**src/rtl/dma_pkg.sv**
```systemverilog
// Shared types and bus constants for the DMA CPU bus side, imported by every RTL module
package dma_pkg;

    // Bus widths fixed by the 68030 style bus
    parameter int ADDR_W = 32;
    parameter int DATA_W = 32;
    parameter int HALF_W = DATA_W / 2;

    // Two halves of one longword, high half on the upper lanes
    typedef struct packed {
        logic [HALF_W-1:0] hi;
        logic [HALF_W-1:0] lo;
    } half_pair_t;

    // One FIFO entry, read as a longword or as two word halves
    typedef union packed {
        logic [DATA_W-1:0] longword;
        half_pair_t        half;
    } fifo_word_u;

    // Decoded termination of the current bus cycle
    typedef struct packed {
        logic done;
        logic word_port;
    } bus_term_t;

    // Synchronized control inputs, active high
    typedef struct packed {
        logic grant;
        logic enable;
    } sync_in_t;

    // One-cycle commands from the state machine
    typedef struct packed {
        logic fifo_push;
        logic fifo_pop;
        logic load_addr;
        logic addr_step_word;
        logic addr_step_long;
        logic latch_hi;
        logic latch_lo;
        logic latch_long;
        logic sel_lo;
    } sm_ctrl_t;

    typedef enum logic [2:0] {
        IDLE,
        REQUEST,
        ACK,
        CYCLE_HI,
        CYCLE_LO,
        NEXT
    } bus_state_e;

endpackage
```
**src/rtl/bus_input_sync.sv**
```systemverilog
// Input stage that synchronizes grant and enable and registers and decodes bus termination
`timescale 1ns/1ps

module bus_input_sync import dma_pkg::*; (
    input  logic       CLK90,
    input  logic       CCRESET_,
    input  logic       bus_grant_n,
    input  logic       dma_ena,
    input  logic [1:0] dsack_n,
    input  logic       sterm_n,
    input  logic       as,
    output sync_in_t   sync_in,
    output bus_term_t  term
);

    logic       grant_meta;
    logic       grant_q;
    logic       ena_meta;
    logic       ena_q;
    logic [1:0] dsack_q;
    logic       sterm_q;
    logic       term_long;
    logic       term_word;

    // Two flop synchronizer, grant inverted to active high
    always_ff @(posedge CLK90 or negedge CCRESET_) begin
        if (!CCRESET_) begin
            grant_meta <= 1'b0;
            grant_q    <= 1'b0;
            ena_meta   <= 1'b0;
            ena_q      <= 1'b0;
        end else begin
            grant_meta <= ~bus_grant_n;
            grant_q    <= grant_meta;
            ena_meta   <= dma_ena;
            ena_q      <= ena_meta;
        end
    end

    // Termination inputs, held released while no strobe is out
    always_ff @(posedge CLK90 or negedge CCRESET_) begin
        if (!CCRESET_) begin
            dsack_q <= 2'b11;
            sterm_q <= 1'b1;
        end else if (!as) begin
            dsack_q <= 2'b11;
            sterm_q <= 1'b1;
        end else begin
            dsack_q <= dsack_n;
            sterm_q <= sterm_n;
        end
    end

    // Both DSACK or STERM means a 32-bit port, DSACK1 alone a 16-bit port
    assign term_long = (dsack_q == 2'b00) || !sterm_q;
    assign term_word = (dsack_q == 2'b01);

    assign sync_in.grant  = grant_q;
    assign sync_in.enable = ena_q;

    assign term.done      = term_long | term_word;
    assign term.word_port = term_word & ~term_long;

endmodule

```
**src/rtl/cpu_bus_sm.sv**
```systemverilog
// Bus master FSM that arbitrates for the bus, runs strobe cycles and steps the FIFO and address
`timescale 1ns/1ps

module cpu_bus_sm import dma_pkg::*; (
    input  logic      CLK90,
    input  logic      CCRESET_,
    input  sync_in_t  sync_in,
    input  bus_term_t term,
    input  logic      dma_dir,
    input  logic      fifo_full,
    input  logic      fifo_empty,
    output sm_ctrl_t  ctrl,
    output logic      bus_req,
    output logic      bus_ack,
    output logic      as,
    output logic      ds,
    output logic      rw,
    output logic      size_word
);

    bus_state_e state;
    logic       wanted;
    logic       term_seen;

    // Read fills the FIFO, write drains it
    assign wanted = sync_in.enable && (dma_dir ? !fifo_full : !fifo_empty);

    // A termination only counts while our strobe is out
    assign term_seen = as && term.done;

    always_ff @(posedge CLK90 or negedge CCRESET_) begin
        if (!CCRESET_) begin
            state     <= IDLE;
            bus_req   <= 1'b0;
            bus_ack   <= 1'b0;
            as        <= 1'b0;
            ds        <= 1'b0;
            rw        <= 1'b0;
            size_word <= 1'b0;
        end else begin
            case (state)
                IDLE: begin
                    if (wanted) begin
                        bus_req <= 1'b1;
                        state   <= REQUEST;
                    end
                end
                REQUEST: begin
                    if (!wanted) begin
                        bus_req <= 1'b0;
                        state   <= IDLE;
                    end else if (sync_in.grant) begin
                        bus_req <= 1'b0;
                        bus_ack <= 1'b1;
                        state   <= ACK;
                    end
                end
                ACK: begin
                    // Keep the bus only while there is work for it
                    if (wanted) begin
                        as    <= 1'b1;
                        ds    <= dma_dir;
                        rw    <= dma_dir;
                        state <= CYCLE_HI;
                    end else begin
                        bus_ack <= 1'b0;
                        rw      <= 1'b0;
                        state   <= IDLE;
                    end
                end
                CYCLE_HI: begin
                    if (term_seen) begin
                        as    <= 1'b0;
                        ds    <= 1'b0;
                        state <= term.word_port ? CYCLE_LO : NEXT;
                    end else if (!ds) begin
                        // Write data strobe follows one clock behind
                        ds <= 1'b1;
                    end
                end
                CYCLE_LO: begin
                    // One idle clock with as low, then the low half cycle
                    if (!as) begin
                        as        <= 1'b1;
                        ds        <= rw;
                        size_word <= 1'b1;
                    end else if (term_seen) begin
                        as        <= 1'b0;
                        ds        <= 1'b0;
                        size_word <= 1'b0;
                        state     <= NEXT;
                    end else if (!ds) begin
                        ds <= 1'b1;
                    end
                end
                NEXT: begin
                    state <= ACK;
                end
                default: begin
                    state <= IDLE;
                end
            endcase
        end
    end

    // Commands to the FIFO and data path
    always_comb begin
        ctrl = '0;
        ctrl.load_addr = (state == IDLE) && !sync_in.enable;
        ctrl.sel_lo    = (state == CYCLE_LO);
        case (state)
            CYCLE_HI: begin
                if (term_seen) begin
                    ctrl.addr_step_word = term.word_port;
                    ctrl.addr_step_long = !term.word_port;
                    ctrl.latch_hi       = dma_dir && term.word_port;
                    ctrl.latch_long     = dma_dir && !term.word_port;
                end
            end
            CYCLE_LO: begin
                if (term_seen) begin
                    ctrl.addr_step_word = 1'b1;
                    ctrl.latch_lo       = dma_dir;
                end
            end
            NEXT: begin
                // Exactly one FIFO step per longword
                ctrl.fifo_push = dma_dir;
                ctrl.fifo_pop  = !dma_dir;
            end
            default: begin
                ctrl.fifo_push = 1'b0;
            end
        endcase
    end

    a_as_needs_ack: assert property (
        @(posedge CLK90) disable iff (!CCRESET_) as |-> bus_ack
    );

    a_ds_inside_as: assert property (
        @(posedge CLK90) disable iff (!CCRESET_) ds |-> as
    );

    a_no_pop_empty: assert property (
        @(posedge CLK90) disable iff (!CCRESET_) ctrl.fifo_pop |-> !fifo_empty
    );

endmodule

```
**src/rtl/cpu_data_path.sv**
```systemverilog
// Address counter and data steering between the FIFO and the CPU data bus
`timescale 1ns/1ps

module cpu_data_path import dma_pkg::*; (
    input  logic              CLK90,
    input  logic              CCRESET_,
    input  sm_ctrl_t          ctrl,
    input  logic [ADDR_W-1:0] start_addr,
    input  fifo_word_u        head_word,
    input  logic [DATA_W-1:0] data_in,
    input  logic              size_word,
    output logic [ADDR_W-1:0] addr,
    output logic [DATA_W-1:0] data_out,
    output fifo_word_u        bus_word
);

    logic [HALF_W-1:0] out_half;
    logic [HALF_W-1:0] in_half;

    // Address carries on across bus tenures until reloaded
    always_ff @(posedge CLK90 or negedge CCRESET_) begin
        if (!CCRESET_) begin
            addr <= '0;
        end else if (ctrl.load_addr) begin
            addr <= start_addr;
        end else if (ctrl.addr_step_long) begin
            addr <= addr + ADDR_W'(4);
        end else if (ctrl.addr_step_word) begin
            addr <= addr + ADDR_W'(2);
        end
    end

    // Word cycles duplicate the half on both lanes, a 16-bit port reads the upper one
    assign out_half = ctrl.sel_lo ? head_word.half.lo : head_word.half.hi;

    always_comb begin
        if (size_word) begin
            data_out = {out_half, out_half};
        end else begin
            data_out = head_word.longword;
        end
    end

    // A 16-bit port answers on the upper lanes
    assign in_half = data_in[DATA_W-1:HALF_W];

    // Incoming longword assembly
    always_ff @(posedge CLK90) begin
        if (ctrl.latch_long) begin
            bus_word.longword <= data_in;
        end else begin
            if (ctrl.latch_hi) begin
                bus_word.half.hi <= in_half;
            end
            if (ctrl.latch_lo) begin
                bus_word.half.lo <= in_half;
            end
        end
    end

endmodule

```
**src/rtl/dma_cpu_top.sv**
```systemverilog
// Top level of the DMA CPU bus side, wiring the input stage, FSM, FIFO and data path
`timescale 1ns/1ps

module dma_cpu_top import dma_pkg::*; #(
    parameter int FIFO_DEPTH = 8
) (
    input  logic              CLK90,
    input  logic              CCRESET_,
    input  logic              dma_ena,
    input  logic              dma_dir,
    input  logic [ADDR_W-1:0] start_addr,
    input  logic              bus_grant_n,
    output logic              bus_req,
    output logic              bus_ack,
    output logic              as,
    output logic              ds,
    output logic              rw,
    output logic              size_word,
    output logic [ADDR_W-1:0] addr,
    output logic [DATA_W-1:0] data_out,
    input  logic [DATA_W-1:0] data_in,
    input  logic [1:0]        dsack_n,
    input  logic              sterm_n,
    input  logic              scsi_push,
    input  logic [DATA_W-1:0] scsi_wdata,
    input  logic              scsi_pop,
    output logic [DATA_W-1:0] scsi_rdata,
    output logic              fifo_full,
    output logic              fifo_empty
);

    sync_in_t   sync_in;
    bus_term_t  term;
    sm_ctrl_t   ctrl;
    fifo_word_u head_word;
    fifo_word_u bus_word;

    bus_input_sync u_sync (
        .CLK90(CLK90), .CCRESET_(CCRESET_), .bus_grant_n(bus_grant_n), .dma_ena(dma_ena),
        .dsack_n(dsack_n), .sterm_n(sterm_n), .as(as), .sync_in(sync_in), .term(term)
    );

    cpu_bus_sm u_sm (
        .CLK90(CLK90), .CCRESET_(CCRESET_), .sync_in(sync_in), .term(term),
        .dma_dir(dma_dir), .fifo_full(fifo_full), .fifo_empty(fifo_empty), .ctrl(ctrl),
        .bus_req(bus_req), .bus_ack(bus_ack), .as(as), .ds(ds), .rw(rw),
        .size_word(size_word)
    );

    dma_fifo #(.FIFO_DEPTH(FIFO_DEPTH)) u_fifo (
        .CLK90(CLK90), .CCRESET_(CCRESET_), .ctrl(ctrl), .dma_dir(dma_dir),
        .bus_word(bus_word), .scsi_push(scsi_push), .scsi_wdata(scsi_wdata),
        .scsi_pop(scsi_pop), .scsi_rdata(scsi_rdata), .head_word(head_word),
        .full(fifo_full), .empty(fifo_empty)
    );

    cpu_data_path u_dp (
        .CLK90(CLK90), .CCRESET_(CCRESET_), .ctrl(ctrl), .start_addr(start_addr),
        .head_word(head_word), .data_in(data_in), .size_word(size_word), .addr(addr),
        .data_out(data_out), .bus_word(bus_word)
    );

endmodule

```
**src/rtl/dma_fifo.sv**
```systemverilog
// Longword FIFO between the SCSI side and the CPU bus side, direction picked by dma_dir
`timescale 1ns/1ps

module dma_fifo import dma_pkg::*; #(
    parameter int FIFO_DEPTH = 8
) (
    input  logic              CLK90,
    input  logic              CCRESET_,
    input  sm_ctrl_t          ctrl,
    input  logic              dma_dir,
    input  fifo_word_u        bus_word,
    input  logic              scsi_push,
    input  logic [DATA_W-1:0] scsi_wdata,
    input  logic              scsi_pop,
    output logic [DATA_W-1:0] scsi_rdata,
    output fifo_word_u        head_word,
    output logic              full,
    output logic              empty
);

    localparam int PTR_W = $clog2(FIFO_DEPTH);
    localparam int CNT_W = $clog2(FIFO_DEPTH + 1);

    fifo_word_u       mem [FIFO_DEPTH];
    logic [PTR_W-1:0] wr_ptr;
    logic [PTR_W-1:0] rd_ptr;
    logic [CNT_W-1:0] count;
    logic             push;
    logic             pop;
    logic             do_push;
    logic             do_pop;
    fifo_word_u       wdata;

    // Read direction: bus fills, SCSI drains; write direction the other way
    assign push  = dma_dir ? ctrl.fifo_push : scsi_push;
    assign pop   = dma_dir ? scsi_pop : ctrl.fifo_pop;
    assign wdata = dma_dir ? bus_word : fifo_word_u'(scsi_wdata);

    assign full    = (count == CNT_W'(FIFO_DEPTH));
    assign empty   = (count == '0);
    assign do_push = push && !full;
    assign do_pop  = pop && !empty;

    always_ff @(posedge CLK90 or negedge CCRESET_) begin
        if (!CCRESET_) begin
            wr_ptr <= '0;
            rd_ptr <= '0;
            count  <= '0;
        end else begin
            if (do_push) begin
                if (wr_ptr == PTR_W'(FIFO_DEPTH - 1)) begin
                    wr_ptr <= '0;
                end else begin
                    wr_ptr <= wr_ptr + 1'b1;
                end
            end
            if (do_pop) begin
                if (rd_ptr == PTR_W'(FIFO_DEPTH - 1)) begin
                    rd_ptr <= '0;
                end else begin
                    rd_ptr <= rd_ptr + 1'b1;
                end
            end
            if (do_push && !do_pop) begin
                count <= count + 1'b1;
            end else if (do_pop && !do_push) begin
                count <= count - 1'b1;
            end
        end
    end

    always_ff @(posedge CLK90) begin
        if (do_push) begin
            mem[wr_ptr] <= wdata;
        end
    end

    // Head entry is visible to both sides without a pop
    assign head_word  = mem[rd_ptr];
    assign scsi_rdata = head_word.longword;

    a_no_push_full: assert property (
        @(posedge CLK90) disable iff (!CCRESET_) push |-> !full
    );

endmodule

```
**config.mk**
```make
export PLATFORM = sky130hd
export DESIGN_NAME = dma_cpu_top
export DESIGN_NICKNAME = d
export VERILOG_FILES = /design/src/rtl/dma_pkg.sv /design/src/rtl/bus_input_sync.sv /design/src/rtl/cpu_bus_sm.sv /design/src/rtl/cpu_data_path.sv /design/src/rtl/dma_cpu_top.sv /design/src/rtl/dma_fifo.sv
export SDC_FILE = /design/constraint.sdc
export NUM_CORES = 1
export LEC_CHECK = 0
export BUFFER_PORTS_ARGS = -buffer_cell sky130_fd_sc_hd__buf_2
export CAP_MARGIN = 20
export CORE_ASPECT_RATIO = 0.5
export CORE_MARGIN = 2
export CORE_UTILIZATION = 35
export DETAILED_ROUTE_END_ITERATION = 12
export SLEW_MARGIN = 20
export SYNTH_ARGS = -nofsm -noshare
export SYNTH_HDL_FRONTEND = slang
export SYNTH_HIERARCHICAL = 1
export SYNTH_SLANG_ARGS = --single-unit
```
**constraint.sdc**
```tcl
create_clock -name CLK90 -period 13.9 [get_ports CLK90]
set_input_delay 0.695 -clock CLK90 [delete_from_list [all_inputs] [get_ports CLK90]]
set_output_delay 0.695 -clock CLK90 [all_outputs]
set_load 0.03 [all_outputs]
```
==> out/results.ini, run 1 <==
[cells_and_area]
final_cell_area_sq_um = 17900
fin_cells = 1713
antenna_cells = 0
multiInputGateArea_sq_um = 4790
layout.nets = 1216
final-seq-area_sq_um = 10100
area_delta_synth_final_pct = 16.7
drive_above_1_share = 0.427
fillers = 3912

[route]
via_count = 8726
drtPass1Iterations = 4
wl_per_cell_microns = 20.7
wl_microns = 35500
via_per_inst = 5.09
route.detailed.drc = 0
drt_iter0_drc = 623
postRouteAntennaNets = 0

[critical_path]
critPathArrivalTime_ns = 3.46
critPathBufInv = 2
critical_path.top_delay_family = multiplexers
worstSetupStartpoint = u_fifo/rd_ptr[0]
crit_path_max_fanout = 49
critPathKind = flip-flop to output pin
max_stage_delay_ns = 0.84
r2r-start = u_sm/state[0]
cp_cell_sequence = buf_4 > mux4_1 > mux2_2 > mux2_1 > buf_2
slowest_stage = buf_4
critPathLaunchType = flip-flop
cp-end-kind = output pin
critPathRequiredTime_ns = 13.20

[sta]
final-hold-violation-count = 0
worst_pin_slew_ns = 1.07
period_share = 0.299
holdWs_ns = 0.287
max_clock_freq_mhz = 241
slew_violations = 0
finalSetupViolations = 0
max_slew_margin = 0.287
worst_clock_skew_ns = 0.0257
period_minus_slack_ns = 4.15
tns_ns = 0
rsz0062_at_grt = false

[place]
placed_area_sq_um = 16800
io_buffer_count = 209
dp_hpwl_microns = 22400
dp_cells = 1651
place_congestion = 0.802

[synth]
synth_most_common_cell = edfxtp_1
netlist_top_cells_area = edfxtp_1 56%, dfrtp_1 9.0%, mux4_2 8.9%, mux2_2 8.1%, buf_4 1.7%
ys_ff_latch = 346
syn_area_per_cell_sq_um = 16.7
synthTopCellsByCount = 288 x edfxtp_1, 111 x mux2_2, 61 x mux4_2
synth.distinct_cells = 71
synth.largest_area_cell = edfxtp_1
synth-async-reset-ratio = 0.168
synth_flop_cell = edfxtp_1
synth_area_sq_um = 15400
syn_nets = 1033
synth.top_cell.area_share = 0.563
seq_area_frac_synth = 0.658
postSynthCellCount = 917
ys_warn_count = 6
synth_edf_count = 288

[flow_run]
maxCapViolations = 0

[clock_network]
htreeDepth = 2
ctsHoldBuffers = 0
post-cts-setup-buffers = 0
insertion_delay_ns = 0.54
cts_tree = done
cts_buffers = 35
clk_pin_slew_ns = 0.06
clk_path_buf_depth = 3
root_buffer = clkbuf_16
cts-resized-gates = 0
cts.sinks = 346

[floorplanning]
die-width_microns = 300
die-area_sq_um = 45700
die_y_microns = 152
io-pin-count = 210
core_sq_um = 43400
rows = 54
start_util = 0.353

[hold_path]
hp-class = primary input to flip-flop
hold_path_startpoint = dma_ena

[power_and_ir_drop]
cellLeakagePower_nw = 6.29
peakVddDrop_mv = 0.108
powerDensity_nw_per_um2 = 213

[grt]
grt_pass1_wl_microns = 54700
grt_antenna_before_repair = 0
track_usage = 0.155
grt_pass1_vias = 9224
grt_max_degree = 59
overflow = 0

[status]
outcome = finished, final reports clean

[state kept, by name (all words and copies together), names as in the netlist]
register	flops
u_sm/bus_ack	1
u_dp/bus_word	32
u_fifo/count	4
u_sm/bus_req	1
u_sync/ena_meta	1
u_sync/grant_meta	1
u_sm/state	3
u_sync/sterm_q	1
u_dp/addr	32
u_fifo/mem	256
u_fifo/wr_ptr	3
u_sm/as	1
u_sm/rw	1
u_sm/ds	1
u_sync/dsack_q	2
u_fifo/rd_ptr	3
u_sync/ena_q	1
u_sync/grant_q	1
u_sm/size_word	1
[layout by cell type (no fill, tap or decap), types with 6 or more instances in the layout]
cell,netlist,layout
o31ai_1,9,9
o21ai_0,9,9
mux2_1,9,9
dfrtp_1,55,52
or4_1,15,15
a31oi_1,13,13
clkinv_1,0,6
nand3_1,18,18
nand4_1,13,13
inv_1,11,11
edfxtp_1,288,288
buf_4,34,16
nand2_1,42,41
a21oi_1,8,8
buf_2,13,209
nor2_1,29,27
clkbuf_16,0,35
and3_1,7,7
ha_1,9,9
o211ai_1,7,7
clkbuf_1,21,7
clkinv_2,0,8
mux4_2,61,61
o21ai_1,12,12
xnor2_1,6,6
mux2_2,111,111
xor2_1,6,6
nand2b_1,9,9
[final cells by class]
class / count / area share
clock buffers: 42 / 0.0504
clock inverters: 20 / 0.00929
inverters: 12 / 0.00251
multi-input cells: 480 / 0.267
flip-flops and latches: 346 / 0.564
well taps: 588 / 0.0411
repair buffers: 225 / 0.0651
[metrics by stage]
step / util / power, mW / worst slack (ns)
final: 0.412 / 3.82 / 9.75
after global routing: 0.412 / 4.02 / 9.47
after CTS: 0.412 / 3.88 / 9.61
after detailed placement: 0.388 / 2.97 / 9.98
after global placement: 0.388 / 2.95 / 10.10
after floorplan: - / 2.64 / 8.76
[per-layer routing]
layer | wire length [microns] | track usage | up-vias
li1 | - | - | 3990
met1 | 15100 | 0.196 | 4518
met2 | 18300 | 0.278 | 174
met3 | 1390 | 0.0277 | 44
met4 | 595 | 0.0371 | 0
met5 | 0 | 0 | -
[where the power goes]
| part | total, mW | switching, mW | internal, mW |
|---|---|---|---|
| sequential | 1.44 | 0.178 | 1.26 |
| clock | 0.893 | 0.389 | 0.504 |
| combinational | 1.49 | 0.909 | 0.581 |
[cells by family after synthesis]
logic type / after synthesis / share of synthesized area
buf+inv: 91 / 0.0346
xor+xnor: 12 / 0.00685
mux: 192 / 0.189
simple gates: 182 / 0.0655
fa+ha+maj: 10 / 0.00864
flops: 346 / 0.658
compound gates: 84 / 0.0375
[final timing paths]
kind,end,slack (ns),depth (start not counted)
max,data_out[0],9.75,5
max in group asynchronous,u_fifo/rd_ptr[0],12.93,2
min reg2reg,u_sync/grant_q,0.35,0
min in group asynchronous,u_dp/addr[14],0.34,2
min,u_sync/ena_meta,0.29,1
max reg2reg,u_fifo/count[3],10.84,11
Power figures use the tool's default switching activity.
==> inputs of run 2 (changes only) <==
==> constraint.sdc (replaced) <==
create_clock -name CLK90 -period 4 [get_ports CLK90]
set_input_delay 0.2 -clock CLK90 [delete_from_list [all_inputs] [get_ports CLK90]]
set_output_delay 0.2 -clock CLK90 [all_outputs]
set_load 0.03 [all_outputs]
==> run 2 against run 1 <==
- power rose to 3.5 times the previous value
- sequential power rose to 3.5 times the previous value
- largest power group unchanged
- critical path type unchanged
- count of clock-buffer cells in the layout unchanged
- first-iteration DRC count up 7.4%
- via count up 4.1%
- design area up 4.3%
==> out/results.ini, run 2 (same netlist as run 1, synthesis figures left out) <==
[sta]
slew_violations = 0  ; unchanged
period_minus_slack_ns = 3.39
finalSetupViolations = 0  ; unchanged
rsz0062_at_grt = false  ; unchanged
worst_pin_slew_ns = 0.942  ; was 1.07 ns
worst_clock_skew_ns = 0.0161  ; was 0.0257 ns
max_clock_freq_mhz = 295
final-hold-violation-count = 0  ; unchanged
max_slew_margin = 0.371  ; was 0.287
period_share = 0.847
tns_ns = 0  ; unchanged

[clock_network]
clk_path_buf_depth = 3  ; unchanged
cts_tree = done  ; unchanged
cts_buffers = 35  ; unchanged
root_buffer = clkbuf_16  ; unchanged
insertion_delay_ns = 0.53  ; was 0.54 ns
post-cts-setup-buffers = 0  ; unchanged
cts-resized-gates = 0  ; unchanged
cts.sinks = 346  ; unchanged
clk_pin_slew_ns = 0.06  ; about the same
htreeDepth = 2  ; unchanged

[power_and_ir_drop]
cellLeakagePower_nw = 6.62  ; was 6.29 nW
powerDensity_nw_per_um2 = 714  ; was 213 nW/um^2
peakVddDrop_mv = 0.387  ; was 0.108 mV

[grt]
grt_pass1_vias = 9355  ; was 9224
overflow = 0  ; unchanged
grt_max_degree = 42  ; was 59
grt_antenna_before_repair = 0  ; unchanged
grt_pass1_wl_microns = 54600  ; was 54700 microns
track_usage = 0.155  ; about the same

[floorplanning]
rows = 54  ; unchanged
die_y_microns = 152  ; unchanged
die-width_microns = 300  ; unchanged
start_util = 0.353  ; unchanged
io-pin-count = 210  ; unchanged
core_sq_um = 43400  ; unchanged
die-area_sq_um = 45700  ; unchanged

[critical_path]
r2r-start = u_sm/state[0]  ; unchanged
reg2reg_slack_ns = 0.86  ; was 10.84 ns
max_stage_delay_ns = 0.97  ; was 0.84 ns
critPathArrivalTime_ns = 3.19  ; was 3.46 ns
critical_path.top_delay_family = multiplexers  ; unchanged
slowest_stage = dfrtp_4  ; was buf_4
crit_path_max_fanout = 41  ; was 49
r2r_cells = 11  ; unchanged
critPathKind = flip-flop to output pin  ; unchanged
cp_cell_sequence = buf_4 > mux4_2 > mux2_2 > mux2_1 > buf_2  ; was buf_4 > mux4_1 > mux2_2 > mux2_1 > buf_2
r2r_end = u_fifo/count[3]  ; unchanged
critPathLaunchType = flip-flop  ; unchanged
critPathRequiredTime_ns = 3.80  ; was 13.20 ns
critPathBufInv = 2  ; unchanged
cp-end-kind = output pin  ; unchanged

[hold_path]
whs_endpoint = u_dp/bus_word[12]  ; was u_sync/ena_meta
hp-class = primary input to flip-flop  ; unchanged
hold_path_startpoint = data_in[12]  ; was dma_ena
hold_depth = 2  ; was 1

[cells_and_area]
reg.largest.list = u_fifo/mem x256, u_dp/addr x32, u_dp/bus_word x32  ; unchanged
layout.nets = 1290  ; was 1216
final_cell_area_sq_um = 18700  ; was 17900 sq um
largest_reg_flops = 256  ; unchanged
mostFrequentLayoutCells = 288 x edfxtp_1, 209 x buf_2, 111 x mux2_2  ; unchanged
final-seq-area_sq_um = 10100  ; about the same
antenna_cells = 0  ; unchanged
fillers = 3880  ; was 3912
area_delta_synth_final_pct = 21.7  ; was 16.7%
largest_register = u_fifo/mem  ; unchanged
layout_commonest_cell = edfxtp_1  ; unchanged
drive_above_1_share = 0.402  ; was 0.427
multiInputGateArea_sq_um = 4820  ; was 4790 sq um

[route]
via_count = 9087  ; was 8726
wl_per_cell_microns = 20.0  ; was 20.7 microns
via_per_inst = 5.09  ; about the same
route.detailed.drc = 0  ; unchanged
drtPass1Iterations = 5  ; was 4
wl_microns = 35700  ; was 35500 microns
drt_iter0_drc = 669  ; was 623
postRouteAntennaNets = 0  ; unchanged

[place]
place_congestion = 0.799  ; was 0.802
placed_area_sq_um = 17000  ; was 16800 sq um
io_buffer_count = 209  ; unchanged
dp_hpwl_microns = 22500  ; was 22400 microns

[status]
outcome = finished, final reports clean  ; unchanged

[flow_run]
maxCapViolations = 0  ; unchanged

[run 2: cell count changes in the layout (fill, tap and decap cells not counted), moves of 3 or more]
cell and change:
clkinv_2 -4, dlygate4sd3_1 +67, buf_4 +4, buf_12 +3
[run 2: where the power goes]
| group | internal, mW | switching (mW) |
|---|---|---|
| clock | 1.69 | 1.38 |
| combinational | 2.11 | 3.17 |
| sequential | 4.38 | 0.617 |
[run 2: final cells by class]
| cell class | instances | share of cell area |
|---|---|---|
| repair buffers | 299 | 0.103 |
| multi-input cells | 480 | 0.258 |
| well taps | 588 | 0.0394 |
| inverters | 12 | 0.00241 |
| clock buffers | 42 | 0.0483 |
| flip-flops and latches | 346 | 0.541 |
| clock inverters | 19 | 0.00790 |
[run 2: routing by layer]
metal / wire length [microns] / share of wire / track usage / up-vias
met5: 0 / 0 / 0 / -
met4: 587 / 0.016 / 0.0360 / 0
met3: 1380 / 0.039 / 0.0266 / 46
met2: 18800 / 0.53 / 0.277 / 194
met1: 14900 / 0.42 / 0.196 / 4693
li1: - / - / - / 4154
[run 2: how the worst max path moves through the flow]
stage                            startpoint               end  slack, ns  cells past startpoint
after global routing       u_fifo/rd_ptr[0]       data_out[5]       0.42                      5
after detailed placement      u_sm/state[0]   u_fifo/count[3]       0.85                     11
final                      u_fifo/rd_ptr[0]       data_out[5]       0.61                      5
after floorplan               u_sm/state[0]  u_fifo/mem[1][0]        0.1                      5
after CTS                  u_fifo/rd_ptr[0]       data_out[5]       0.54                      5
after global placement    u_sync/dsack_q[1]     u_dp/addr[31]       1.05                      6
[run 2: what timing repair did]
item,4_1_cts,5_1_grt
endpoints found under the setup margin,0,0
hold endpoints to repair,103,0
hold buffers,67,0
[run 2: metrics by stage]
| step | power (mW) | hold WS, ns | std cells | util | worst slack, ns |
|---|---|---|---|---|---|
| finish | 13.3 | 0.0340 | 1786 | 0.430 | 0.611 |
| global route | 14.0 | 0.0247 | 1786 | 0.430 | 0.425 |
| CTS | 13.5 | 0.0101 | 1786 | 0.430 | 0.542 |
| detailed placement | 10.4 | 0.315 | 1658 | 0.390 | 0.848 |
| global placement | 10.3 | 0.316 | 1658 | 0.390 | 1.05 |
| floorplan | 9.18 | -0.0956 | 917 | - | 0.0973 |
==> inputs of run 3 (changes only) <==
--- a/config.mk
+++ b/config.mk
@@ -5,6 +5,7 @@
 export SDC_FILE = /design/constraint.sdc
 export NUM_CORES = 1
 export LEC_CHECK = 0
+export ABC_AREA = 1
 export BUFFER_PORTS_ARGS = -buffer_cell sky130_fd_sc_hd__buf_2
 export CAP_MARGIN = 20
 export CORE_ASPECT_RATIO = 0.5
==> constraint.sdc (replaced) <==
create_clock -name CLK90 -period 2.8 [get_ports CLK90]
set_input_delay 0.14 -clock CLK90 [delete_from_list [all_inputs] [get_ports CLK90]]
set_output_delay 0.14 -clock CLK90 [all_outputs]
set_load 0.03 [all_outputs]
==> run 3 against run 2 <==
- register-to-register slack worse by 0.47 ns
- count of clock-buffer cells in the layout up 6
- global-route usage is 3.3 points higher
- sequential share of layout area shrank 5.8 points
- die area rose by 12%
- largest power group unchanged
- clock power increased by 60%
- core utilization up 0.18 points
- sequential power up 21%
- critical path depth grew 6
- power up 41%
- routed wire length is 33% higher
==> out/results.ini, run 3 <==
[sta]
worst_pin_slew_ns = 0.740  ; was 0.942 ns
max_clock_freq_mhz = 369
finalSetupViolations = 0  ; unchanged
slew_violations = 0  ; unchanged
worst_clock_skew_ns = 0.0310  ; was 0.0161 ns
max_slew_margin = 0.506  ; was 0.371
final-hold-violation-count = 0  ; unchanged
period_minus_slack_ns = 2.71
period_share = 0.968
worst_slack_ns = 0.0904  ; was 0.611 ns

[power_and_ir_drop]
powerDensity_nw_per_um2 = 901  ; was 714 nW/um^2
swShare = 0.418  ; was 0.387
p_clk_frac = 0.260  ; was 0.230
p_comb_frac = 0.418  ; was 0.395
peakVddDrop_mv = 0.617  ; was 0.387 mV
netSwitchingPower_mw = 7.89  ; was 5.16 mW
p_int_mw = 11.0  ; was 8.18 mW
seq_power_share = 0.322  ; was 0.375
total_power_mw = 18.9  ; was 13.3 mW
cellLeakagePower_nw = 9.35  ; was 6.62 nW

[hold_path]
hold_depth = 2  ; unchanged
hp-class = primary input to flip-flop  ; unchanged
whs_endpoint = u_fifo/mem[5][23]  ; was u_dp/bus_word[12]
hold_path_startpoint = scsi_wdata[23]  ; was data_in[12]

[critical_path]
r2r_cells = 14  ; was 11
cpMostUsedCell = nand2_1
r2r_end = u_fifo/count[3]  ; unchanged
crit_path_max_fanout = 24  ; was 41
max_stage_delay_ns = 0.48  ; was 0.97 ns
slowest_stage = dfrtp_4  ; unchanged
critPathKind = flip-flop to output pin  ; unchanged
cp-end-kind = output pin  ; unchanged
cp_cell_sequence = buf_12 > buf_4 > nor2_1 > nor2_1 > nand2_1 > nand2_1 > nand2_1 > nand2_1 > o211ai_1 > o21ai_0 > buf_2  ; was buf_4 > mux4_2 > mux2_2 > mux2_1 > buf_2
critPathArrivalTime_ns = 2.57  ; was 3.19 ns
critPathRequiredTime_ns = 2.66  ; was 3.80 ns
r2r-start = u_sm/state[1]  ; was u_sm/state[0]
reg2reg_slack_ns = 0.39  ; was 0.86 ns
critPathLaunchType = flip-flop  ; unchanged

[synth]
synth_top_family_by_area = simple AND/OR/NAND/NOR gates  ; was multiplexers
synth-async-reset-ratio = 0.168  ; unchanged
synth.top_cell.area_share = 0.504  ; was 0.563
synth.distinct_cells = 45  ; was 71
synthAdderAreaFrac = 0.00773  ; was 0.00864
synth_most_common_cell = nand2_1  ; was edfxtp_1
synth-xor-area-share = 0.00664  ; was 0.00685
synth_edf_count = 288  ; unchanged
seq_area_frac_synth = 0.589  ; was 0.658
synthTopCellsByCount = 653 x nand2_1, 322 x nor2_1, 288 x edfxtp_1  ; was 288 x edfxtp_1, 111 x mux2_2, 61 x mux4_2
synthMuxAreaShare = 0.0210  ; was 0.189
ys_ff_latch = 346  ; unchanged
postSynthCellCount = 1922  ; was 917
syn_area_per_cell_sq_um = 8.93  ; was 16.7 sq um
synth-compound-area-share = 0.0362  ; was 0.0375
synth_flop_cell = edfxtp_1  ; unchanged
netlist_top_cells_area = edfxtp_1 50%, nand2_1 14%, dfrtp_1 8.0%, nor2_1 7.0%, inv_1 5.0%  ; was edfxtp_1 56%, dfrtp_1 9.0%, mux4_2 8.9%, mux2_2 8.1%, buf_4 1.7%
ys_warn_count = 6  ; unchanged
synth.largest_area_cell = edfxtp_1  ; unchanged
syn_nets = 2038  ; was 1033
synth_area_sq_um = 17200  ; was 15400 sq um
synthSimpleGateAreaFrac = 0.247  ; was 0.0655

[place]
io_buffer_count = 209  ; unchanged
placed_area_sq_um = 18800  ; was 17000 sq um
place_congestion = 0.897  ; was 0.799
dp_cells = 2708  ; was 1658
pre_cts_ws_ns = 0.384  ; was 0.848 ns
dp_hpwl_microns = 30600  ; was 22500 microns

[route]
route.detailed.drc = 0  ; unchanged
drtPass1Iterations = 6  ; was 5
postRouteAntennaNets = 0  ; unchanged
wl_per_cell_microns = 16.7  ; was 20.0 microns
wl_microns = 47600  ; was 35700 microns
drt_iter0_drc = 850  ; was 669
via_count = 13300  ; was 9087
via_per_inst = 4.64  ; was 5.09

[status]
outcome = finished, final reports clean  ; unchanged

[clock_network]
clk_path_buf_depth = 3  ; unchanged
htreeDepth = 2  ; unchanged
cts.sinks = 346  ; unchanged
root_buffer = clkbuf_16  ; unchanged
insertion_delay_ns = 0.57  ; was 0.53 ns
clk_pin_slew_ns = 0.07  ; was 0.06 ns
cts_buffers = 37  ; was 35
cts_tree = done  ; unchanged

[floorplanning]
start_util = 0.354  ; was 0.353
die-width_microns = 317  ; was 300 microns
io-pin-count = 210  ; unchanged
core_sq_um = 48500  ; was 43400 sq um
die_y_microns = 161  ; was 152 microns
die-area_sq_um = 50900  ; was 45700 sq um
rows = 57  ; was 54

[cells_and_area]
area_delta_synth_final_pct = 22.1  ; was 21.7%
final_cell_area_sq_um = 20900  ; was 18700 sq um
largest_register = u_fifo/mem  ; unchanged
layout.nets = 2298  ; was 1290
mostFrequentLayoutCells = 646 x nand2_1, 312 x nor2_1, 288 x edfxtp_1  ; was 288 x edfxtp_1, 209 x buf_2, 111 x mux2_2
fin_cells = 2860  ; was 1786
drive_above_1_share = 0.182  ; was 0.402
reg.largest.list = u_fifo/mem x256, u_dp/addr x32, u_dp/bus_word x32  ; unchanged
largest_reg_flops = 256  ; unchanged
layout_commonest_cell = nand2_1  ; was edfxtp_1

[grt]
grt_max_degree = 50  ; was 42
overflow = 0  ; unchanged
track_usage = 0.187  ; was 0.155
grt_pass1_vias = 12700  ; was 9355
grt_antenna_before_repair = 3  ; was 0
grt_pass1_wl_microns = 72300  ; was 54600 microns

[flow_run]
maxCapViolations = 0  ; unchanged

## run 3: cell count changes after synthesis, moves of 15 or more
cell and change:
or4_1 -15, nor2_1 +293, nand2_1 +611, mux2_2 -79, inv_1 +218, mux4_2 -61
nand3_1 +34, o21ai_0 +39
## run 3: routing by layer
metal / up-vias / part of all wire / global-route usage / wire, microns
met4: 0 / 0.031 / 0.0647 / 1460
met1: 6243 / 0.42 / 0.233 / 19800
li1: 6565 / - / - / -
met3: 88 / 0.061 / 0.0367 / 2900
met5: - / 0 / 0 / 0
met2: 375 / 0.49 / 0.326 / 23500
## run 3: repair_timing
action	4_1_cts	5_1_grt
pin swaps	0	6
gates resized for setup	1	18
cloned	1	0
setup endpoints to repair	15	29
endpoints found under the hold margin	134	0
hold buffers	77	0
buffers inserted	4	2
## run 3: cell families after synthesis
group,Yosys count
xor+xnor,13
buf+inv,346
fa+ha+maj,10
simple gates,1073
flops,346
mux,32
compound gates,102
## run 3: through the flow
stage | hold slack (ns) | setup TNS [ns] | utilization
2_1_floorplan | -0.156 | -46.21 | -
3_3_place_gp | 0.119 | 0 | 0.388
3_5_place_dp | 0.126 | 0 | 0.388
4_1_cts | 0.00152 | 0 | 0.430
5_1_grt | 0.00468 | -0.0222 | 0.432
6_report | 0.0181 | 0 | 0.432
## run 3: how the worst max path moves through the flow
stage                     startpoint  slack (ns)  cells after the start          endpoint
floorplan              u_sm/state[0]       -0.18                     10  u_fifo/mem[1][0]
global placement             u_sm/as        0.43                     10     u_dp/addr[11]
detailed placement     u_sm/state[1]        0.38                     14   u_fifo/count[3]
CTS                 u_fifo/rd_ptr[0]        0.05                     10      data_out[29]
global route        u_fifo/rd_ptr[0]       -0.01                     13      data_out[26]
finish              u_fifo/rd_ptr[0]        0.09                     11      data_out[15]
## run 3: final cells by class
| cell class | instances | area, sq um |
|---|---|---|
| Sequential cell | 346 | 10100 |
| Tap cell | 649 | 812 |
| Inverter | 237 | 892 |
| Timing Repair Buffer | 330 | 2370 |
| Antenna cell | 2 | 5.00 |
| Fill cell | 4670 | 27600 |
| Clock buffer | 48 | 1020 |
| Multi-Input combinational cell | 1230 | 5570 |
| Clock inverter | 18 | 169 |
## run 3: power by group through the flow
| stage | registers (mW) | logic (mW) | clock network, mW |
|---|---|---|---|
| 3_3_place_gp | 6.24 | 7.43 | 0 |
| 5_1_grt | 6.10 | 8.62 | 5.23 |
| 3_5_place_dp | 6.25 | 7.48 | 0 |
| 4_1_cts | 6.12 | 7.77 | 4.99 |
| 6_report | 6.07 | 7.89 | 4.91 |
| 2_1_floorplan | 6.16 | 5.72 | 0 |
## run 3: critical path, delay by kind of cell, from the launching register on
kind / cells / cell delay [ns]
buf+inv: 3 / 0.61
simple gates: 6 / 0.52
flops: 1 / 0.48
compound gates: 2 / 0.42
